### src/common/loader_pkg.sv
package loader_pkg;

    localparam int AXI_ADDRW = 16;
    localparam int AXI_DATAW = 32;

    typedef logic [AXI_ADDRW-1:0]   axi_addr_t;
    typedef logic [AXI_DATAW-1:0]   axi_data_t;
    typedef logic [AXI_DATAW/8-1:0] axi_strb_t;
    typedef logic [7:0]             byte_t;

    // Data register of the UART, the only register on the bus
    localparam axi_addr_t UART_ADDR = 16'h0010;

    // Prompt bytes sent to the host
    localparam byte_t CMD_PROGRAM = 8'h99;
    localparam byte_t CMD_DATA    = 8'hAA;

    // Opcodes in bits 7:6 of an instruction
    localparam logic [1:0] OP_ADD = 2'd0;
    localparam logic [1:0] OP_XOR = 2'd1;
    localparam logic [1:0] OP_SUB = 2'd2;
    localparam logic [1:0] OP_ROL = 2'd3;

endpackage

### src/client/client_fsm.sv
`timescale 1ns/10ps

module client_fsm #(
    parameter int RAM_DEPTH = 64,
    parameter int ADDRW     = $clog2(RAM_DEPTH),
    parameter int CNTW      = $clog2(RAM_DEPTH + 1)
) (
    input  logic                 clk,
    input  logic                 rst,
    output logic                 processor_enable,

    output logic                 waddr_en,
    output loader_pkg::axi_addr_t waddr,
    output logic                 wdata_en,
    output loader_pkg::axi_strb_t wstrb,
    output loader_pkg::axi_data_t wdata,
    input  logic                 w_success,

    output logic                 raddr_en,
    output loader_pkg::axi_addr_t raddr,
    input  loader_pkg::axi_data_t rdata,
    input  logic                 r_success,

    output logic                 ram_we,
    output logic [ADDRW-1:0]     ram_addr,
    output loader_pkg::byte_t    ram_wdata,

    output logic                 exec_req,
    output loader_pkg::byte_t    seed,
    output logic [CNTW-1:0]      count,
    input  logic                 exec_ack,
    input  loader_pkg::byte_t    result
);

    typedef enum logic [3:0] {
        INIT,
        PROGRAM_RECEIVE_START,
        PROGRAM_BYTES_COUNT,
        PROGRAM_RECEIVE,
        DATA_RECEIVE_START,
        DATA_RECEIVE,
        EXEC_START,
        EXEC,
        RESULT_SEND
    } state_t;

    state_t            state, n_state;
    logic              pending;     // A bus transfer is in flight
    logic              is_wr, is_rd;
    logic [CNTW-1:0]   byte_cnt;
    loader_pkg::byte_t rx_byte;
    loader_pkg::byte_t result_q;

    assign rx_byte = rdata[7:0];

    assign is_wr = (state == PROGRAM_RECEIVE_START) || (state == DATA_RECEIVE_START) ||
                   (state == RESULT_SEND);
    assign is_rd = (state == PROGRAM_BYTES_COUNT) || (state == PROGRAM_RECEIVE) ||
                   (state == DATA_RECEIVE);

    // Each request pulses once, on the first cycle of its state
    assign waddr_en = is_wr && !pending;
    assign wdata_en = is_wr && !pending;
    assign raddr_en = is_rd && !pending;
    assign waddr    = loader_pkg::UART_ADDR;
    assign raddr    = loader_pkg::UART_ADDR;
    assign wstrb    = loader_pkg::axi_strb_t'(1);

    always_comb begin
        case (state)
            PROGRAM_RECEIVE_START: wdata = loader_pkg::axi_data_t'(loader_pkg::CMD_PROGRAM);
            DATA_RECEIVE_START:    wdata = loader_pkg::axi_data_t'(loader_pkg::CMD_DATA);
            default:               wdata = loader_pkg::axi_data_t'(result_q);
        endcase
    end

    assign ram_we    = (state == PROGRAM_RECEIVE) && r_success;
    assign ram_addr  = byte_cnt[ADDRW-1:0];
    assign ram_wdata = rx_byte;

    assign exec_req         = (state == EXEC);
    assign processor_enable = (state == EXEC_START) || (state == EXEC);

    always_comb begin
        n_state = state;
        case (state)
            INIT: n_state = PROGRAM_RECEIVE_START;
            PROGRAM_RECEIVE_START: begin
                if (w_success) n_state = PROGRAM_BYTES_COUNT;
            end
            PROGRAM_BYTES_COUNT: begin
                if (r_success) begin
                    n_state = (rx_byte == 8'd0) ? DATA_RECEIVE_START : PROGRAM_RECEIVE;
                end
            end
            PROGRAM_RECEIVE: begin
                if (r_success && (byte_cnt + 1'b1 == count)) n_state = DATA_RECEIVE_START;
            end
            DATA_RECEIVE_START: begin
                if (w_success) n_state = DATA_RECEIVE;
            end
            DATA_RECEIVE: begin
                if (r_success) n_state = EXEC_START;
            end
            EXEC_START: begin
                if (!exec_ack) n_state = EXEC;  // Core has released the last handshake
            end
            EXEC: begin
                if (exec_ack) n_state = RESULT_SEND;
            end
            RESULT_SEND: begin
                if (w_success) n_state = PROGRAM_RECEIVE_START;
            end
            default: n_state = INIT;
        endcase
    end

    always_ff @(posedge clk) begin
        if (rst) begin
            state    <= INIT;
            pending  <= 1'b0;
            count    <= '0;
            byte_cnt <= '0;
        end else begin
            state <= n_state;
            if (w_success || r_success) begin
                pending <= 1'b0;
            end else if (waddr_en || raddr_en) begin
                pending <= 1'b1;
            end
            if (state == PROGRAM_BYTES_COUNT && r_success) begin
                byte_cnt <= '0;
                if (rx_byte > RAM_DEPTH) begin
                    count <= CNTW'(RAM_DEPTH);  // Longer programs are clipped
                end else begin
                    count <= CNTW'(rx_byte);
                end
            end
            if (ram_we) byte_cnt <= byte_cnt + 1'b1;
        end
    end

    always_ff @(posedge clk) begin
        if (state == DATA_RECEIVE && r_success) seed <= rx_byte;
        if (state == EXEC && exec_ack) result_q <= result;
    end

endmodule

### src/source/accum_core.sv
`timescale 1ns/10ps

module accum_core #(
    parameter int RAM_DEPTH = 64,
    parameter int ADDRW     = $clog2(RAM_DEPTH),
    parameter int CNTW      = $clog2(RAM_DEPTH + 1)
) (
    input  logic              clk,
    input  logic              rst,
    input  logic              exec_req,
    input  loader_pkg::byte_t seed,
    input  logic [CNTW-1:0]   count,
    output logic              exec_ack,
    output loader_pkg::byte_t result,
    output logic [ADDRW-1:0]  core_raddr,
    input  loader_pkg::byte_t ram_rdata
);

    typedef enum logic [1:0] {IDLE, FETCH, EXECUTE, DONE} state_t;

    state_t            state;
    logic [CNTW-1:0]   pc;
    loader_pkg::byte_t acc, imm, alu;
    logic [15:0]       rot_wide;

    assign core_raddr = pc[ADDRW-1:0];
    assign exec_ack   = (state == DONE);
    assign result     = acc;

    assign imm      = {2'b00, ram_rdata[5:0]};
    assign rot_wide = {acc, acc} << ram_rdata[2:0];

    always_comb begin
        case (ram_rdata[7:6])
            loader_pkg::OP_ADD: alu = acc + imm;
            loader_pkg::OP_XOR: alu = acc ^ imm;
            loader_pkg::OP_SUB: alu = acc - imm;
            default:            alu = rot_wide[15:8];  // Rotate left by bits 2:0
        endcase
    end

    always_ff @(posedge clk) begin
        if (rst) begin
            state <= IDLE;
            pc    <= '0;
        end else begin
            case (state)
                IDLE: begin
                    pc <= '0;
                    if (exec_req) state <= (count == '0) ? DONE : FETCH;
                end
                FETCH: state <= EXECUTE;    // RAM answers in the next cycle
                EXECUTE: begin
                    pc    <= pc + 1'b1;
                    state <= (pc + 1'b1 == count) ? DONE : FETCH;
                end
                DONE: begin
                    if (!exec_req) state <= IDLE;
                end
                default: state <= IDLE;
            endcase
        end
    end

    always_ff @(posedge clk) begin
        if (state == IDLE && exec_req) acc <= seed;
        else if (state == EXECUTE) acc <= alu;
    end

endmodule

### src/source/axi_lite_master.sv
`timescale 1ns/10ps

module axi_lite_master (
    input  logic                  clk,
    input  logic                  rst,

    input  logic                  waddr_en,
    input  loader_pkg::axi_addr_t waddr,
    input  logic                  wdata_en,
    input  loader_pkg::axi_strb_t wstrb,
    input  loader_pkg::axi_data_t wdata,
    input  logic                  raddr_en,
    input  loader_pkg::axi_addr_t raddr,
    output logic                  w_success,
    output logic                  r_success,
    output loader_pkg::axi_data_t rdata,

    output logic                  awvalid,
    output loader_pkg::axi_addr_t awaddr,
    input  logic                  awready,
    output logic                  wvalid,
    output loader_pkg::axi_data_t wdata_o,
    output loader_pkg::axi_strb_t wstrb_o,
    input  logic                  wready,
    input  logic                  bvalid,
    output logic                  bready,
    output logic                  arvalid,
    output loader_pkg::axi_addr_t araddr,
    input  logic                  arready,
    input  logic                  rvalid,
    input  loader_pkg::axi_data_t rdata_i,
    output logic                  rready
);

    always_ff @(posedge clk) begin
        if (rst) begin
            awvalid   <= 1'b0;
            wvalid    <= 1'b0;
            bready    <= 1'b0;
            arvalid   <= 1'b0;
            rready    <= 1'b0;
            w_success <= 1'b0;
            r_success <= 1'b0;
        end else begin
            // Address and data channels are released independently
            if (waddr_en) awvalid <= 1'b1;
            else if (awready) awvalid <= 1'b0;
            if (wdata_en) wvalid <= 1'b1;
            else if (wready) wvalid <= 1'b0;
            if (waddr_en) bready <= 1'b1;
            else if (bvalid) bready <= 1'b0;
            w_success <= bvalid && bready;

            if (raddr_en) arvalid <= 1'b1;
            else if (arready) arvalid <= 1'b0;
            if (raddr_en) rready <= 1'b1;
            else if (rvalid) rready <= 1'b0;
            r_success <= rvalid && rready;
        end
    end

    always_ff @(posedge clk) begin
        if (waddr_en) awaddr <= waddr;
        if (wdata_en) begin
            wdata_o <= wdata;
            wstrb_o <= wstrb;
        end
        if (raddr_en) araddr <= raddr;
        if (rvalid && rready) rdata <= rdata_i;
    end

endmodule

### src/source/loader_top.sv
`timescale 1ns/10ps

module loader_top #(
    parameter int RAM_DEPTH = 64
) (
    input  logic              clk,
    input  logic              rst,
    input  logic              rx_req,
    input  loader_pkg::byte_t rx_data,
    output logic              rx_ack,
    output logic              tx_req,
    output loader_pkg::byte_t tx_data,
    input  logic              tx_ack,
    output logic              busy
);

    localparam int ADDRW = $clog2(RAM_DEPTH);
    localparam int CNTW  = $clog2(RAM_DEPTH + 1);

    logic                  waddr_en, wdata_en, w_success, raddr_en, r_success;
    loader_pkg::axi_addr_t waddr, raddr, awaddr, araddr;
    loader_pkg::axi_strb_t wstrb, m_wstrb;
    loader_pkg::axi_data_t wdata, rdata, m_wdata, m_rdata;
    logic                  awvalid, awready, wvalid, wready, bvalid, bready;
    logic                  arvalid, arready, rvalid, rready;
    logic                  ram_we;
    logic [ADDRW-1:0]      ram_addr, core_raddr;
    loader_pkg::byte_t     ram_wdata, ram_rdata, seed, result;
    logic                  exec_req, exec_ack;
    logic [CNTW-1:0]       count;

    client_fsm #(.RAM_DEPTH(RAM_DEPTH)) i_client (
        .clk(clk), .rst(rst), .processor_enable(busy),
        .waddr_en(waddr_en), .waddr(waddr), .wdata_en(wdata_en), .wstrb(wstrb),
        .wdata(wdata), .w_success(w_success),
        .raddr_en(raddr_en), .raddr(raddr), .rdata(rdata), .r_success(r_success),
        .ram_we(ram_we), .ram_addr(ram_addr), .ram_wdata(ram_wdata),
        .exec_req(exec_req), .seed(seed), .count(count),
        .exec_ack(exec_ack), .result(result)
    );

    axi_lite_master i_master (
        .clk(clk), .rst(rst),
        .waddr_en(waddr_en), .waddr(waddr), .wdata_en(wdata_en), .wstrb(wstrb),
        .wdata(wdata), .raddr_en(raddr_en), .raddr(raddr),
        .w_success(w_success), .r_success(r_success), .rdata(rdata),
        .awvalid(awvalid), .awaddr(awaddr), .awready(awready),
        .wvalid(wvalid), .wdata_o(m_wdata), .wstrb_o(m_wstrb), .wready(wready),
        .bvalid(bvalid), .bready(bready),
        .arvalid(arvalid), .araddr(araddr), .arready(arready),
        .rvalid(rvalid), .rdata_i(m_rdata), .rready(rready)
    );

    uart_regs i_uart (
        .clk(clk), .rst(rst),
        .awvalid(awvalid), .awaddr(awaddr), .awready(awready),
        .wvalid(wvalid), .wdata(m_wdata), .wstrb(m_wstrb), .wready(wready),
        .bvalid(bvalid), .bready(bready),
        .arvalid(arvalid), .araddr(araddr), .arready(arready),
        .rvalid(rvalid), .rdata(m_rdata), .rready(rready),
        .rx_req(rx_req), .rx_data(rx_data), .rx_ack(rx_ack),
        .tx_req(tx_req), .tx_data(tx_data), .tx_ack(tx_ack)
    );

    program_ram #(.RAM_DEPTH(RAM_DEPTH)) i_ram (
        .clk(clk), .we(ram_we), .waddr(ram_addr), .wdata(ram_wdata),
        .raddr(core_raddr), .rdata(ram_rdata)
    );

    accum_core #(.RAM_DEPTH(RAM_DEPTH)) i_core (
        .clk(clk), .rst(rst), .exec_req(exec_req), .seed(seed), .count(count),
        .exec_ack(exec_ack), .result(result),
        .core_raddr(core_raddr), .ram_rdata(ram_rdata)
    );

endmodule

### src/source/program_ram.sv
`timescale 1ns/10ps

module program_ram #(
    parameter int RAM_DEPTH = 64,
    parameter int ADDRW     = $clog2(RAM_DEPTH)
) (
    input  logic              clk,
    input  logic              we,
    input  logic [ADDRW-1:0]  waddr,
    input  loader_pkg::byte_t wdata,
    input  logic [ADDRW-1:0]  raddr,
    output loader_pkg::byte_t rdata
);

    loader_pkg::byte_t mem [RAM_DEPTH];

    always_ff @(posedge clk) begin
        if (we) mem[waddr] <= wdata;
        rdata <= mem[raddr];
    end

endmodule

### src/source/uart_regs.sv
`timescale 1ns/10ps

module uart_regs (
    input  logic                  clk,
    input  logic                  rst,

    input  logic                  awvalid,
    input  loader_pkg::axi_addr_t awaddr,
    output logic                  awready,
    input  logic                  wvalid,
    input  loader_pkg::axi_data_t wdata,
    input  loader_pkg::axi_strb_t wstrb,
    output logic                  wready,
    output logic                  bvalid,
    input  logic                  bready,
    input  logic                  arvalid,
    input  loader_pkg::axi_addr_t araddr,
    output logic                  arready,
    output logic                  rvalid,
    output loader_pkg::axi_data_t rdata,
    input  logic                  rready,

    input  logic                  rx_req,
    input  loader_pkg::byte_t     rx_data,
    output logic                  rx_ack,
    output logic                  tx_req,
    output loader_pkg::byte_t     tx_data,
    input  logic                  tx_ack
);

    logic wr_accept, wr_take, to_tx;
    logic ar_accept, ar_take, rd_pend;

    // A write is taken only when the previous transmit handshake has fully closed
    assign wr_accept = awvalid && wvalid && !awready && !bvalid && !tx_req && !tx_ack;
    assign wr_take   = awvalid && awready;
    assign to_tx     = (awaddr == loader_pkg::UART_ADDR) && wstrb[0];

    assign ar_accept = arvalid && !arready && !rd_pend && !rvalid;
    assign ar_take   = arvalid && arready;

    always_ff @(posedge clk) begin
        if (rst) begin
            awready <= 1'b0;
            wready  <= 1'b0;
            bvalid  <= 1'b0;
            tx_req  <= 1'b0;
            arready <= 1'b0;
            rvalid  <= 1'b0;
            rd_pend <= 1'b0;
            rx_ack  <= 1'b0;
        end else begin
            awready <= wr_accept;
            wready  <= wr_accept;
            if (wr_take) begin
                if (to_tx) tx_req <= 1'b1;
                else bvalid <= 1'b1;
            end
            if (tx_req && tx_ack) begin
                tx_req <= 1'b0;
                bvalid <= 1'b1;   // Response waits for the host to take the byte
            end
            if (bvalid && bready) bvalid <= 1'b0;

            arready <= ar_accept;
            if (ar_take) begin
                if (araddr == loader_pkg::UART_ADDR) rd_pend <= 1'b1;
                else rvalid <= 1'b1;
            end
            if (rd_pend && rx_req && !rx_ack) begin
                rd_pend <= 1'b0;
                rx_ack  <= 1'b1;
                rvalid  <= 1'b1;
            end
            if (rx_ack && !rx_req) rx_ack <= 1'b0;
            if (rvalid && rready) rvalid <= 1'b0;
        end
    end

    always_ff @(posedge clk) begin
        if (wr_take && to_tx) tx_data <= wdata[7:0];
        if (ar_take) rdata <= '0;
        else if (rd_pend && rx_req && !rx_ack) rdata <= loader_pkg::axi_data_t'(rx_data);
    end

endmodule

### config.mk
export PLATFORM = sky130hd
export DESIGN_NAME = loader_top
export DESIGN_NICKNAME = d
export VERILOG_FILES = /design/src/common/loader_pkg.sv /design/src/client/client_fsm.sv /design/src/source/accum_core.sv /design/src/source/axi_lite_master.sv /design/src/source/loader_top.sv /design/src/source/program_ram.sv /design/src/source/uart_regs.sv
export SDC_FILE = /design/constraint.sdc
export NUM_CORES = 1
export LEC_CHECK = 0
export BUFFER_PORTS_ARGS = -buffer_cell sky130_fd_sc_hd__buf_2
export CORE_MARGIN = 1
export CORE_UTILIZATION = 45
export CTS_BUF_LIST = sky130_fd_sc_hd__clkbuf_8
export DETAILED_ROUTE_END_ITERATION = 7
export GPL_ROUTABILITY_DRIVEN = 0
export PLACE_DENSITY_LB_ADDON = 0.3
export SETUP_SLACK_MARGIN = 0.02
export SYNTH_ARGS = -nofsm -noshare
export SYNTH_HDL_FRONTEND = slang
export SYNTH_SLANG_ARGS = --single-unit
### constraint.sdc
create_clock -name clk -period 5.97 [get_ports clk]
set_input_delay 0.8955 -clock clk [delete_from_list [all_inputs] [get_ports clk]]
set_output_delay 0.8955 -clock clk [all_outputs]
set_load 0.02 [all_outputs]
After elaboration in Yosys (flattened, before gate mapping)
Memories as Yosys holds them, arrays and structs flattened. A register that Yosys moved wholly into a read port is not among the register bits.
Cells that the tools add are included.
{ "totals": {"mem_count": 1, "inputBits": 12, "ram_bits": 512, "regBits": 97, "out_inout_bits": 11, "wordCells": 158} }
{ "op_classes": {"mux": 35, "n_addsub": 4, "n_shift": 1, "n_eq_ne": 25, "n_reduce_logical": 64, "bitwise_logic": 1, "n_lt_le_gt_ge": 1} }
{ "memory_table": {"columns": ["memory", "depth", "word_bits", "read_ports", "rd_clocked_by_memory_dff", "write_ports", "line", "rtl"], "rows": [
  ["i_ram.mem", 64, 8, 1, 1, 1, "program_ram.sv:15", "loader_pkg::byte_t mem [RAM_DEPTH];"]
]} }
{ "ops": {"columns": ["op", "n"], "rows": [
  ["4-bit case mux with 9 select lines", 1],
  ["4-bit two-way mux", 8],
  ["8-bit case mux with 3 select lines", 1],
  ["1-bit logical AND", 23],
  ["7-bit two-way mux", 3],
  ["2-bit nonzero test", 9],
  ["4-bit by 3-bit == test with 1-bit output, second input constant", 4],
  ["8-bit two-way mux", 2],
  ["8-bit case mux with 2 select lines", 1],
  ["16-bit by 3-bit left shift with 16-bit output", 1],
  ["7-bit by 1-bit adder with 7-bit output, second input constant", 2],
  ["7-bit == test", 2],
  ["7-bit case mux with 2 select lines", 1],
  ["1-bit two-way mux", 12],
  ["2-bit by 1-bit inequality test with 1-bit output, second input constant", 6],
  ["2-bit OR reduction", 6],
  ["1-bit zero test", 10],
  ["8-bit by 6-bit adder with 8-bit output", 1],
  ["4-bit by 2-bit == test with 1-bit output, second input constant", 2],
  ["8-bit by 7-bit greater-than comparator with 1-bit output, second input constant", 1],
  ["8-bit zero test", 1],
  ["2-bit two-way mux", 4],
  ["2-bit inequality test, second input constant", 4],
  ["2-bit case mux with 4 select lines", 1],
  ["13 further kinds", 25]
]} }

Logic depth before layout (Yosys ltp)
Gate-level depths: netlist (run 1).
{ "depth": {"ltp_word": 5, "ltp_mapped": 14} }

Hierarchy
A second synthesis (run 1) with hierarchy kept.
{ "unflattened": {"cells_unflattened": 1677, "area_unflattened_um2": 28945.3} }
{ "modules_own_cells": {"columns": ["module", "cells_per_inst", "n_inst", "area_per_inst_um2", "seq_area_each_um2"], "rows": [
  ["program_ram", 940, 1, 20166.8, 15534.9],
  ["axi_lite_master", 124, 1, 3240.6, 3143.0],
  ["client_fsm", 273, 1, 2393.5, 860.8],
  ["accum_core", 233, 1, 1963.1, 420.4],
  ["uart_regs", 107, 1, 1181.1, 540.5]
]} }

Least setup slack after synthesis (run 1)
No wires, ideal clock.
{ "synth_timing": {"path_type": "register -> register", "start": "register i_ram.rdata[0] (read register of i_ram.mem)", "end": "register i_core.acc[5], in the netlist i_core.result[5], data pin", "stages_incl_launch_ff": 14, "n_path_buf": 1, "slack_ns": 3.113, "required_time_ns": 5.714, "t_arrival_ns": 2.601, "cell_sequence": "dfxtp_1 clkbuf_1 clkinv_1 ha_1 nand2_1 o21ai_0 inv_1 ha_1 nor2b_1 o31a_1 o21ai_0 nor3b_1 nor3_1 o22a_1"} }
{ "synth_via": {"elab_chain_cells": 4, "elab_cells_between_ends": 6} }
{ "synth_lines": {"columns": ["item", "line", "rtl"], "rows": [
  ["from (decl)", "program_ram.sv:12", "output loader_pkg::byte_t rdata"],
  ["8-bit by 6-bit subtractor with 8-bit output (tied with other cells)", "accum_core.sv:37", "loader_pkg::OP_SUB: alu = acc - imm;"],
  ["8-bit case mux with 3 select lines *", "accum_core.sv:34", "case (ram_rdata[7:6])"],
  ["8-bit two-way mux *", "accum_core.sv:67", "else if (state == EXECUTE) acc <= alu;"],
  ["8-bit two-way mux *", "accum_core.sv:66", "if (state == IDLE && exec_req) acc <= seed;"],
  ["to (signal assigned)", "accum_core.sv:67", null],
  ["to (decl)", "accum_core.sv:23", "loader_pkg::byte_t acc, imm, alu;"]
]} }
Every way passes the cells marked *; elsewhere a longest branch is shown, timed or not. The select of a mux whose other input is x is not followed.
A chain may end at the register's enable or synchronous reset.

Worst setup path in the final report (run 1)
{ "layout_timing": {"start": "register i_client.state[0]", "end": "memory i_ram.mem[2][4] (netlist name) (enable)"} }
{ "layout_via": {"elab_chain_cells": 4} }
{ "layout_lines": {"columns": ["item", "line", "rtl"], "rows": [
  ["from (decl)", "client_fsm.sv:47", "state_t state, n_state;"],
  ["from (signal assigned)", "client_fsm.sv:125", "state <= n_state;"],
  ["4-bit by 2-bit == test with 1-bit output", "client_fsm.sv:77", "assign ram_we = (state == PROGRAM_RECEIVE) && r_success;"],
  ["1-bit logical AND", "client_fsm.sv:77", null],
  ["1-bit two-way mux", "program_ram.sv:18", "if (we) mem[waddr] <= wdata;"],
  ["1-bit two-way mux (not written as such)", "program_ram.sv:18", null],
  ["to (decl)", "program_ram.sv:15", null]
]} }
No other way between the ends.

==> metrics.yaml, run 1 <==
cp_data_required_time_ns: 6.24
place_ws_ns: 2.666
syn2layout_area_growth_pct: 10.16
first_global_vias: 12820
final-setup-viol-count: 0
clock-sinks: 617
rr_endpoint: "i_ram.mem[2][4]$_DFFE_PP_"
synth-edff-count: 560
seq_area_frac_synth: 0.7188
switching_share: 0.2168
crit_path_end_kind: "flip-flop"
fp.dieArea_um2: 56470
fin_crit_ns: 3.422
syn_area_per_cell_um2: 17.88
ir_drop_mv: 0.1721
routed_wl_um: 53790
postLayoutCoreUtil: 0.5064
p_clk_frac: 0.388
max_cap_violations: 0
final_cells: 2257
drive_gt1_frac: 0.2115
async_reset_ff_frac: 0
skew_ns: 0.04413
grt_antenna_before_repair: 0
ff2ff_path_depth: 6
grt_start_max_net_pins: 76
outcome: "finished, final reports clean"
ctsHoldBuffers: 0
r2r_slack_ns: 2.55
power.density_nw_per_um2: 302.9
ys.flop_type: "edfxtp_1"
initial_utilization: 0.4597
yosysUniqueCellTypes: 65
seq_area_um2: 17970
grt_pass1_wl_um: 80830
fillers: 4378
worst_slack_ns: 2.548
cts_tree: "yes"
maxSlewHeadroom: 0.2928
min_path_type: "reg2reg"
hold_viol: 0
vias: 12880
max_freq_mhz: 292.2
path_max_fanout: 15
critPathLaunchType: "flip-flop"
netSwitchingPower_mw: 1.807
multi_input_area_um2: 6589
drt_iter0_markers: 1223
clkTransAtPathRegs_ns: 0.07
ys_warn_count: 0
rsz0062_at_grt: "false"
place_inst: 2094
synth-seq-cells: 617
route.detailed.drc: 0
crit_start: "i_client.state[0]$_SDFFE_PP0P_"
period_share: 0.5732
clockBufferDepth: 3
grt_overflow_total: 0
fin_setup_tns_ns: 0
fp.dieH_um: 237.6
final_nets: 1475
post_drt_wl_per_cell_um: 23.83
fp.coreArea_um2: 54350
clock_latency_ns: 0.68
die_x_um: 237.6
power_frac_seq: 0.576
synth_nets: 1420
std_cell_rows: 85
path_class: "reg2reg"
worst_pin_slew_ns: 1.057
port_buffers: 22
synth_area_um2: 24980
grt_use_total: 0.1945
dp_hpwl_um: 32470
antenna_left: 0
cts_max_level: 3
intPower_mw: 6.531
clock-root-buffer: "clkbuf_8"
design_area_um2: 27520
dr.pass1.iters: 6
slew_violations: 0
p_leak_nw: 8.642
placed_area_um2: 25810
antennaDiodeCount: 0
arrival_ns: 3.69
cts_resized: 0
pwr-share-comb: 0.036
r2r-start: "i_client.state[0]$_SDFFE_PP0P_"
crit_path_end: "i_ram.mem[2][4]$_DFFE_PP_"
postCtsSetupBuffers: 0
routed_via_density: 5.705
cts_buffers: 95
io_pins: 23
synthCells: 1397
## placed cells by master (no fill, tap or decap), types with 12 or more instances in the layout
cell,Yosys,routed
clkbuf_8,0,99
mux2i_1,53,53
inv_1,16,44
edfxtp_1,560,560
nand2b_1,12,12
clkinv_1,1,17
a21oi_1,40,40
xnor2_1,13,13
nor2_1,146,146
nor3_1,20,20
mux4_2,147,147
nand3_1,17,17
o22ai_1,16,16
o21ai_0,20,20
clkinv_2,0,14
nand2_1,42,42
buf_2,13,22
dfxtp_1,57,54
xor2_1,15,15
buf_4,7,14
## worst min-delay path by stage
stage	end	cells after the start	from	slack [ns]
2_1_floorplan	i_client.pending$_SDFFE_PP0P_	1	i_master.w_success$_SDFF_PP0_	0.40
3_3_place_gp	i_uart.tx_data[1]$_DFFE_PP_	0	i_master.wdata_o[1]$_DFFE_PP_	0.40
3_5_place_dp	i_uart.tx_data[0]$_DFFE_PP_	0	i_master.wdata_o[0]$_DFFE_PP_	0.40
4_1_cts	i_uart.rdata[1]$_SDFFE_PP0P_	3	rx_data[1]	0.40
5_1_grt	i_uart.rdata[1]$_SDFFE_PP0P_	3	rx_data[1]	0.42
6_report	i_uart.tx_data[1]$_DFFE_PP_	0	i_master.wdata_o[1]$_DFFE_PP_	0.42
## cell families after synthesis
| logic type | share of synthesized area |
|---|---|
| compound gates | 0.03741 |
| xor+xnor | 0.009816 |
| fa+ha+maj | 0.006210 |
| buf+inv | 0.01753 |
| flops | 0.7187 |
| mux | 0.1560 |
| simple gates | 0.05429 |
## cells in the mapped netlist, drive strengths merged, types with 13 or more instances
library cell,n,area (µm²)
edfxtp,560,16820
mux4,147,3311
nor2,147,554.3
dfxtp,57,1141
mux2i,53,530.5
clkbuf,46,173.9
nand2,42,157.7
a21oi,40,200.2
buf,34,192.7
nor3,20,100.1
o21ai,20,100.1
inv,18,67.57
nand3,17,85.08
o22ai,16,100.1
xor2,15,131.4
nand2b,13,88.83
xnor2,13,113.9
## routing by layer
layer / vias to the layer above / GRT usage / share of wire
met1: 6688 / 0.2774 / 0.44
met2: 430 / 0.3058 / 0.49
met5: - / 0 / 0
met4: 0 / 0.04868 / 0.014
met3: 66 / 0.04239 / 0.065
li1: 5693 / - / -
## state kept, by name, indices dropped and copies added (netlist names), 2 cells and up
name,cells
i_ram.rdata,8
i_uart.rdata,8
i_client.state,4
i_client.count,7
i_core.result,8
i_core.pc,7
i_master.wdata_o,8
i_client.byte_cnt,7
i_client.result_q,8
i_master.rdata,8
i_client.seed,8
i_core.state,2
i_uart.tx_data,8
i_ram.mem,512
## stage by stage
| stage | power [mW] | hold slack (ns) |
|---|---|---|
| floorplan | 5.122 | 0.3994 |
| global placement | 5.184 | 0.4003 |
| detailed placement | 5.194 | 0.4045 |
| CTS | 8.412 | 0.4015 |
| global route | 8.622 | 0.4239 |
| finish | 8.338 | 0.4157 |
## power groups by stage
| stage | logic, mW | registers, mW | clock network [mW] |
|---|---|---|---|
| 6_report | 0.297 | 4.81 | 3.24 |
| 5_1_grt | 0.337 | 4.81 | 3.47 |
| 4_1_cts | 0.300 | 4.80 | 3.31 |
| 3_5_place_dp | 0.298 | 4.90 | 0 |
| 3_3_place_gp | 0.292 | 4.89 | 0 |
| 2_1_floorplan | 0.257 | 4.87 | 0 |
## area by class of cell
| type | count | share of cell area |
|---|---|---|
| Inverter | 19 | 0.002591 |
| Clock buffer | 99 | 0.04951 |
| Tap cell | 739 | 0.03360 |
| Multi-Input combinational cell | 681 | 0.2394 |
| Sequential cell | 617 | 0.6529 |
| Timing Repair Buffer | 38 | 0.009274 |
| Clock inverter | 64 | 0.01277 |
## critical path: stages, from the launching register on
cell and delay (ns):
dfxtp_1 0.67, inv_2 0.22, nor3_1 0.29, nand2_1 0.20, nor2_1 0.17, nand3b_1 0.51, nor2_1 0.94
Note: power is estimated with default switching activity, not from simulation.
==> run 2, diff against run 1 <==
==> constraint.sdc (replaced) <==
create_clock -name clk -period 2.8 [get_ports clk]
set_input_delay 0.42 -clock clk [delete_from_list [all_inputs] [get_ports clk]]
set_output_delay 0.42 -clock clk [all_outputs]
set_load 0.02 [all_outputs]
==> run 2 against run 1 <==
Against the previous run: hold slack got worse by 0.10 ns; combinational power rose by 150%; non-clock buffer count rose by 113; final cell count rose by 5.7%; sequential share of layout area fell by 2.3 points; critical endpoint is now i_core.result[5]$_DFFE_PP_; largest power group unchanged.
==> metrics.yaml, run 2 (synthesis gave the netlist of run 1 again) <==
critPathMostFrequentCell: "ha_1"  # was nor2_1
routed_wl_um: 54310  # was 53790 µm
pwr-share-comb: 0.042  # was 0.036
critPathLaunchType: "flip-flop"  # unchanged
antenna_left: 0  # unchanged
grt_busiest_layer: "met2"  # unchanged
arrival_ns: 3.03  # was 3.69 ns
grtUsageMet3: 0.04680  # was 0.04239
grt_pass1_wl_um: 82240  # was 80830 µm
hp-start: "rst"  # was i_master.wdata_o[1]$_DFFE_PP_
cp_data_required_time_ns: 3.23  # was 6.24 ns
port_buffers: 22  # unchanged
hold_depth: 2  # was 0
crit_chain: "clkinv_2, ha_1, nand2_1, o21ai_0, inv_1, ha_1, nor2b_1, o31a_1, o21ai_2, nor3b_2, nor3_1, o22a_1"  # was inv_2, nor3_1, nand2_1, nor2_1, nand3b_1, nor2_1
grt_antenna_before_repair: 0  # unchanged
postCtsSetupBuffers: 0  # unchanged
grt_start_max_net_pins: 67  # was 76
netSwitchingPower_mw: 3.984  # was 1.807 mW
cts_max_level: 3  # unchanged
ir_drop_mv: 0.3301  # was 0.1721 mV
clock_latency_ns: 0.69  # was 0.68 ns
rr_endpoint: "i_core.result[5]$_DFFE_PP_"  # was i_ram.mem[2][4]$_DFFE_PP_
max_cap_violations: 0  # unchanged
min_path_type: "in2reg"  # was reg2reg
die_x_um: 237.6  # unchanged
ff2ff_path_depth: 12  # was 6
cts_tree: "yes"  # unchanged
io_pins: 23  # unchanged
max_freq_mhz: 384.7  # was 292.2 MHz
r2r_slack_ns: 0.20  # was 2.55 ns
path_max_fanout: 5  # was 15
grt_overflow_total: 0  # unchanged
crit_path_max_incr_delay_ns: 0.34  # was 0.94 ns
first_global_vias: 13280  # was 12820
fillers: 4314  # was 4378
antennaDiodeCount: 0  # unchanged
dp_hpwl_um: 33250  # was 32470 µm
largest_register_ffs: 512  # unchanged
fp.coreArea_um2: 54350  # unchanged
fp.dieH_um: 237.6  # unchanged
fp.dieArea_um2: 56470  # unchanged
drt_iter0_markers: 1190  # was 1223
grt_use_total: 0.1972  # was 0.1945
final_common_cell: "edfxtp_1"  # unchanged
grtUsageMet2: 0.3127  # was 0.3058
hold_viol: 0  # unchanged
slew_violations: 0  # unchanged
clkTransAtPathRegs_ns: 0.06  # was 0.07 ns
initial_utilization: 0.4597  # unchanged
grtUsageMet1: 0.2735  # was 0.2774
p_clk_frac: 0.384  # was 0.388
maxSlewHeadroom: 0.4340  # was 0.2928
switching_share: 0.2240  # was 0.2168
drive_gt1_frac: 0.2582  # was 0.2115
p_leak_nw: 9.309  # was 8.642 nW
dr.pass1.iters: 5  # was 6
most-common-layout-cells: "edfxtp_1, mux4_2, nor2_1, buf_4, clkbuf_8"  # was edfxtp_1, mux4_2, nor2_1, clkbuf_8, dfxtp_1
intPower_mw: 13.80  # was 6.531 mW
outcome: "finished, final reports clean"  # unchanged
multi_input_area_um2: 6598  # was 6589 µm²
power_frac_seq: 0.574  # was 0.576
final_nets: 1592  # was 1475
path_buf_inv: 2  # was 1
std_cell_rows: 85  # unchanged
power.density_nw_per_um2: 623.4  # was 302.9 nW/µm²
hold_end: "i_master.arvalid$_SDFFE_PP0P_"  # was i_uart.tx_data[1]$_DFFE_PP_
holdWs_ns: 0.3126  # was 0.4157 ns
clock-root-buffer: "clkbuf_8"  # unchanged
regMostFlops: "i_ram.mem"  # unchanged
cts_buffers: 99  # was 95
routed_via_density: 5.598  # was 5.705
rsz0062_at_grt: "false"  # unchanged
slowest_stage: "dfxtp_1"  # was nor2_1
route.detailed.drc: 0  # unchanged
syn2layout_area_growth_pct: 14.19  # was 10.16%
postLayoutCoreUtil: 0.5249  # was 0.5064
seq_area_um2: 17970  # unchanged
clockBufferDepth: 3  # unchanged
fin_setup_tns_ns: 0  # unchanged
clock-sinks: 617  # unchanged
cp_top_family: "compound AO/OA/AOI/OAI gates"  # was simple AND/OR/NAND/NOR gates
period_share: 0.9285  # was 0.5732
path_class: "reg2reg"  # unchanged
fin_crit_ns: 2.600  # was 3.422 ns
skew_ns: 0.03000  # was 0.04413 ns
final-setup-viol-count: 0  # unchanged
post_drt_wl_per_cell_um: 22.77  # was 23.83 µm
vias: 13350  # was 12880
r2r-start: "i_ram.rdata[0]$_DFF_P_"  # was i_client.state[0]$_SDFFE_PP0P_
worst_slack_ns: 0.2003  # was 2.548 ns
place_ws_ns: 0.05381  # was 2.666 ns
worst_pin_slew_ns: 0.8490  # was 1.057 ns
crit_path_end_kind: "flip-flop"  # unchanged
run 2: cell count changes in the layout (fill, tap and decap cells not counted), sizes merged, moves of 2 or more:
cell,delta
buf,+103
dlygate4sd3,+10
clkbuf,+2
inv,+16
bufinv,-3
run 2: timing repair:
action                                  4_1_cts  5_1_grt
endpoints found under the setup margin        0        2
hold endpoints to repair                     10        0
hold buffers                                 10        0
resized for setup                             0        3
run 2: worst max path at each step:
stage	start	to	slack (ns)	depth (start not counted)
after detailed placement	i_ram.rdata[0]$_DFF_P_	i_core.result[5]$_DFFE_PP_	0.05	12
after global routing	i_ram.rdata[0]$_DFF_P_	i_core.result[6]$_DFFE_PP_	0.01	11
after CTS	i_ram.rdata[0]$_DFF_P_	i_core.result[5]$_DFFE_PP_	0.07	12
after global placement	i_ram.rdata[0]$_DFF_P_	i_core.result[5]$_DFFE_PP_	0.16	12
after floorplan	i_ram.rdata[0]$_DFF_P_	i_core.result[5]$_DFFE_PP_	0.03	13
final	i_ram.rdata[0]$_DFF_P_	i_core.result[5]$_DFFE_PP_	0.20	12
run 2: power by group through the flow:
stage	registers, mW	logic (mW)	clock network [mW]
3_5_place_dp	10.4	0.725	0
5_1_grt	10.2	0.815	7.39
6_report	10.2	0.739	6.83
2_1_floorplan	10.4	0.547	0
3_3_place_gp	10.4	0.701	0
4_1_cts	10.2	0.738	7.01
run 2: area by class of cell:
class                           count  share of cell area
Multi-Input combinational cell    681              0.2313
Timing Repair Buffer              151             0.04307
Inverter                           19            0.002544
Clock buffer                      101             0.04873
Clock inverter                     77             0.01215
Sequential cell                   617              0.6298
Tap cell                          739             0.03241
run 2: stage by stage:
stage | total power [mW] | cell area (µm²) | cells
global route | 18.43 | 28530 | 2385
CTS | 17.96 | 28520 | 2385
finish | 17.79 | 28530 | 2385
floorplan | 10.92 | 24990 | 1397
detailed placement | 11.13 | 26680 | 2197
global placement | 11.10 | 26680 | 2197
run 2: worst register-to-register path: cells and delay by family (launching register included):
| family | cells | cell delay, ns |
|---|---|---|
| fa+ha+maj | 2 | 0.60 |
| flops | 1 | 0.34 |
| compound gates | 4 | 0.75 |
| simple gates | 4 | 0.45 |
| buf+inv | 2 | 0.23 |
run 2: per-layer routing:
metal	wire (µm)	part of all wire
met1	23130	0.43
met2	26270	0.48
met3	3806	0.070
met4	1110	0.020
met5	0	0
==> run 3, diff against run 2 <==
--- a/config.mk
+++ b/config.mk
@@ -6,6 +6,8 @@
 export NUM_CORES = 1
 export LEC_CHECK = 0
 export BUFFER_PORTS_ARGS = -buffer_cell sky130_fd_sc_hd__buf_2
+export CELL_PAD_IN_SITES_DETAIL_PLACEMENT = 1
+export CELL_PAD_IN_SITES_GLOBAL_PLACEMENT = 1
 export CORE_MARGIN = 1
 export CORE_UTILIZATION = 45
 export CTS_BUF_LIST = sky130_fd_sc_hd__clkbuf_8
==> run 3 against run 2 <==
Against the previous run: sequential share of layout area decreased by 0.65 points; first-iteration DRC count is 20% lower; largest power group unchanged; critical path depth stayed put; power grew 2.6%; largest cell class unchanged.
==> metrics.yaml, run 3 (synthesis gave the netlist of run 1 again) <==
std_cell_rows: 85  # unchanged
outcome: "finished, final reports clean"  # unchanged
routed_via_density: 5.598  # about the same
port_buffers: 22  # unchanged
path_class: "reg2reg"  # unchanged
final-setup-viol-count: 0  # unchanged
die_x_um: 237.6  # unchanged
crit_path_end_kind: "flip-flop"  # unchanged
maxSlewHeadroom: 0.4460  # was 0.4340
fin_crit_ns: 2.648  # was 2.600 ns
cts_tree: "yes"  # unchanged
ir_drop_mv: 0.4351  # was 0.3301 mV
syn2layout_area_growth_pct: 15.37  # was 14.19%
dr.pass1.iters: 5  # unchanged
routed_wl_um: 59880  # was 54310 µm
fin_setup_tns_ns: 0  # unchanged
r2r-start: "i_ram.rdata[1]$_DFF_P_"  # was i_ram.rdata[0]$_DFF_P_
skew_ns: 0.05760  # was 0.03000 ns
clock_latency_ns: 0.72  # was 0.69 ns
power_mw: 18.25  # was 17.79 mW
initial_utilization: 0.4597  # unchanged
regMostFlops: "i_ram.mem"  # unchanged
rsz0062_at_grt: "false"  # unchanged
grt_pass1_wl_um: 91070  # was 82240 µm
cts_buffers: 100  # was 99
period_share: 0.9458  # was 0.9285
postCtsSetupBuffers: 0  # unchanged
p_leak_nw: 9.464  # was 9.309 nW
dp_hpwl_um: 38480  # was 33250 µm
clock-sinks: 617  # unchanged
hp-start: "rst"  # unchanged
final_cells: 2417  # was 2385
arrival_ns: 3.09  # was 3.03 ns
grt_antenna_before_repair: 2  # was 0
cts_max_level: 3  # unchanged
fp.coreArea_um2: 54350  # unchanged
min_path_type: "in2reg"  # unchanged
grt_use_total: 0.2195  # was 0.1972
final_nets: 1616  # was 1592
route.detailed.drc: 0  # unchanged
fillers: 5041  # was 4314
clkTransAtPathRegs_ns: 0.06  # about the same
post_drt_wl_per_cell_um: 24.77  # was 22.77 µm
grt_start_max_net_pins: 67  # unchanged
drt_iter0_markers: 954  # was 1190
slew_violations: 0  # unchanged
max_cap_violations: 0  # unchanged
fp.dieArea_um2: 56470  # unchanged
max_freq_mhz: 377.6  # was 384.7 MHz
first_global_vias: 14560  # was 13280
hold_viol: 0  # unchanged
vias: 13530  # was 13350
holdWs_ns: 0.3025  # was 0.3126 ns
antenna_left: 0  # unchanged
largest_register_ffs: 512  # unchanged
final_common_cell: "edfxtp_1"  # unchanged
multi_input_area_um2: 6594  # was 6598 µm²
critPathLaunchType: "flip-flop"  # unchanged
crit_start: "i_ram.rdata[1]$_DFF_P_"  # was i_ram.rdata[0]$_DFF_P_
fp.dieH_um: 237.6  # unchanged
io_pins: 23  # unchanged
grt_overflow_total: 0  # unchanged
clock-root-buffer: "clkbuf_8"  # unchanged
worst_pin_slew_ns: 0.8310  # was 0.8490 ns
clockBufferDepth: 3  # unchanged
path_max_fanout: 3  # was 5
drive_gt1_frac: 0.2709  # was 0.2582
power.density_nw_per_um2: 633.1  # was 623.4 nW/µm²
cp_data_required_time_ns: 3.24  # was 3.23 ns
most-common-layout-cells: "edfxtp_1, mux4_2, nor2_1, buf_4, clkbuf_8"  # unchanged
seq_area_um2: 17970  # unchanged
place_inst: 2220  # was 2197
## run 3: metrics by stage
stage | util | area [µm²] | worst slack (ns)
after global placement | 0.4939 | 26840 | 0.2458
after global routing | 0.5303 | 28820 | 0.01235
after CTS | 0.5302 | 28810 | 0.1447
after floorplan | - | 24990 | 0.02613
final | 0.5304 | 28820 | 0.1518
after detailed placement | 0.4939 | 26840 | 0.1276
## run 3: worst paths after layout
check	end	cells after the start	slack, ns
worst max-delay path	i_core.result[5]$_DFFE_PP_	12	0.15
worst min-delay path	i_uart.tx_req$_SDFFE_PP0P_	2	0.30
worst max register to register	i_core.result[5]$_DFFE_PP_	12	0.15
worst min register to register	i_uart.tx_data[6]$_DFFE_PP_	0	0.42
## run 3: routing by layer
layer  vias to the layer above  GRT usage  routed length, µm
met5                         -          0                  0
met4                         0    0.07390               1576
met3                       104    0.04169               2937
met2                       347     0.3676              29950
met1                      7096     0.2890              25410
li1                       5984          -                  -
## run 3: critical path, stage by stage (launching register included)
cell and delay (ns):
dfxtp_1 0.37, inv_1 0.07, ha_1 0.27, nand2_1 0.04, o21ai_0 0.15, inv_1 0.10, ha_1 0.27, nor2b_1 0.15
o31a_1 0.25, o21ai_0 0.28, nor3b_1 0.23, nor3_1 0.07, o22a_1 0.17
## run 3: report_power, final
part / internal, mW / switching [mW] / total (mW)
registers: 10.1 / 0.102 / 10.2
logic: 0.322 / 0.441 / 0.764
clock network: 3.72 / 3.54 / 7.26
## run 3: layout make-up
type	instances	share of cell area
antenna	2	0.0001736
clock buffer	103	0.04918
clock inverter	82	0.01571
inverter	19	0.002518
multi-input combinational	681	0.2288
sequential	617	0.6234
tap	739	0.03208
timing repair buffer	174	0.04818
## run 3: timing repair
action / in CTS / in global routing
endpoints found under the setup margin: 0 / 2
hold buffers: 10 / 0
hold endpoints to repair: 10 / 0
gates resized for setup: 0 / 1
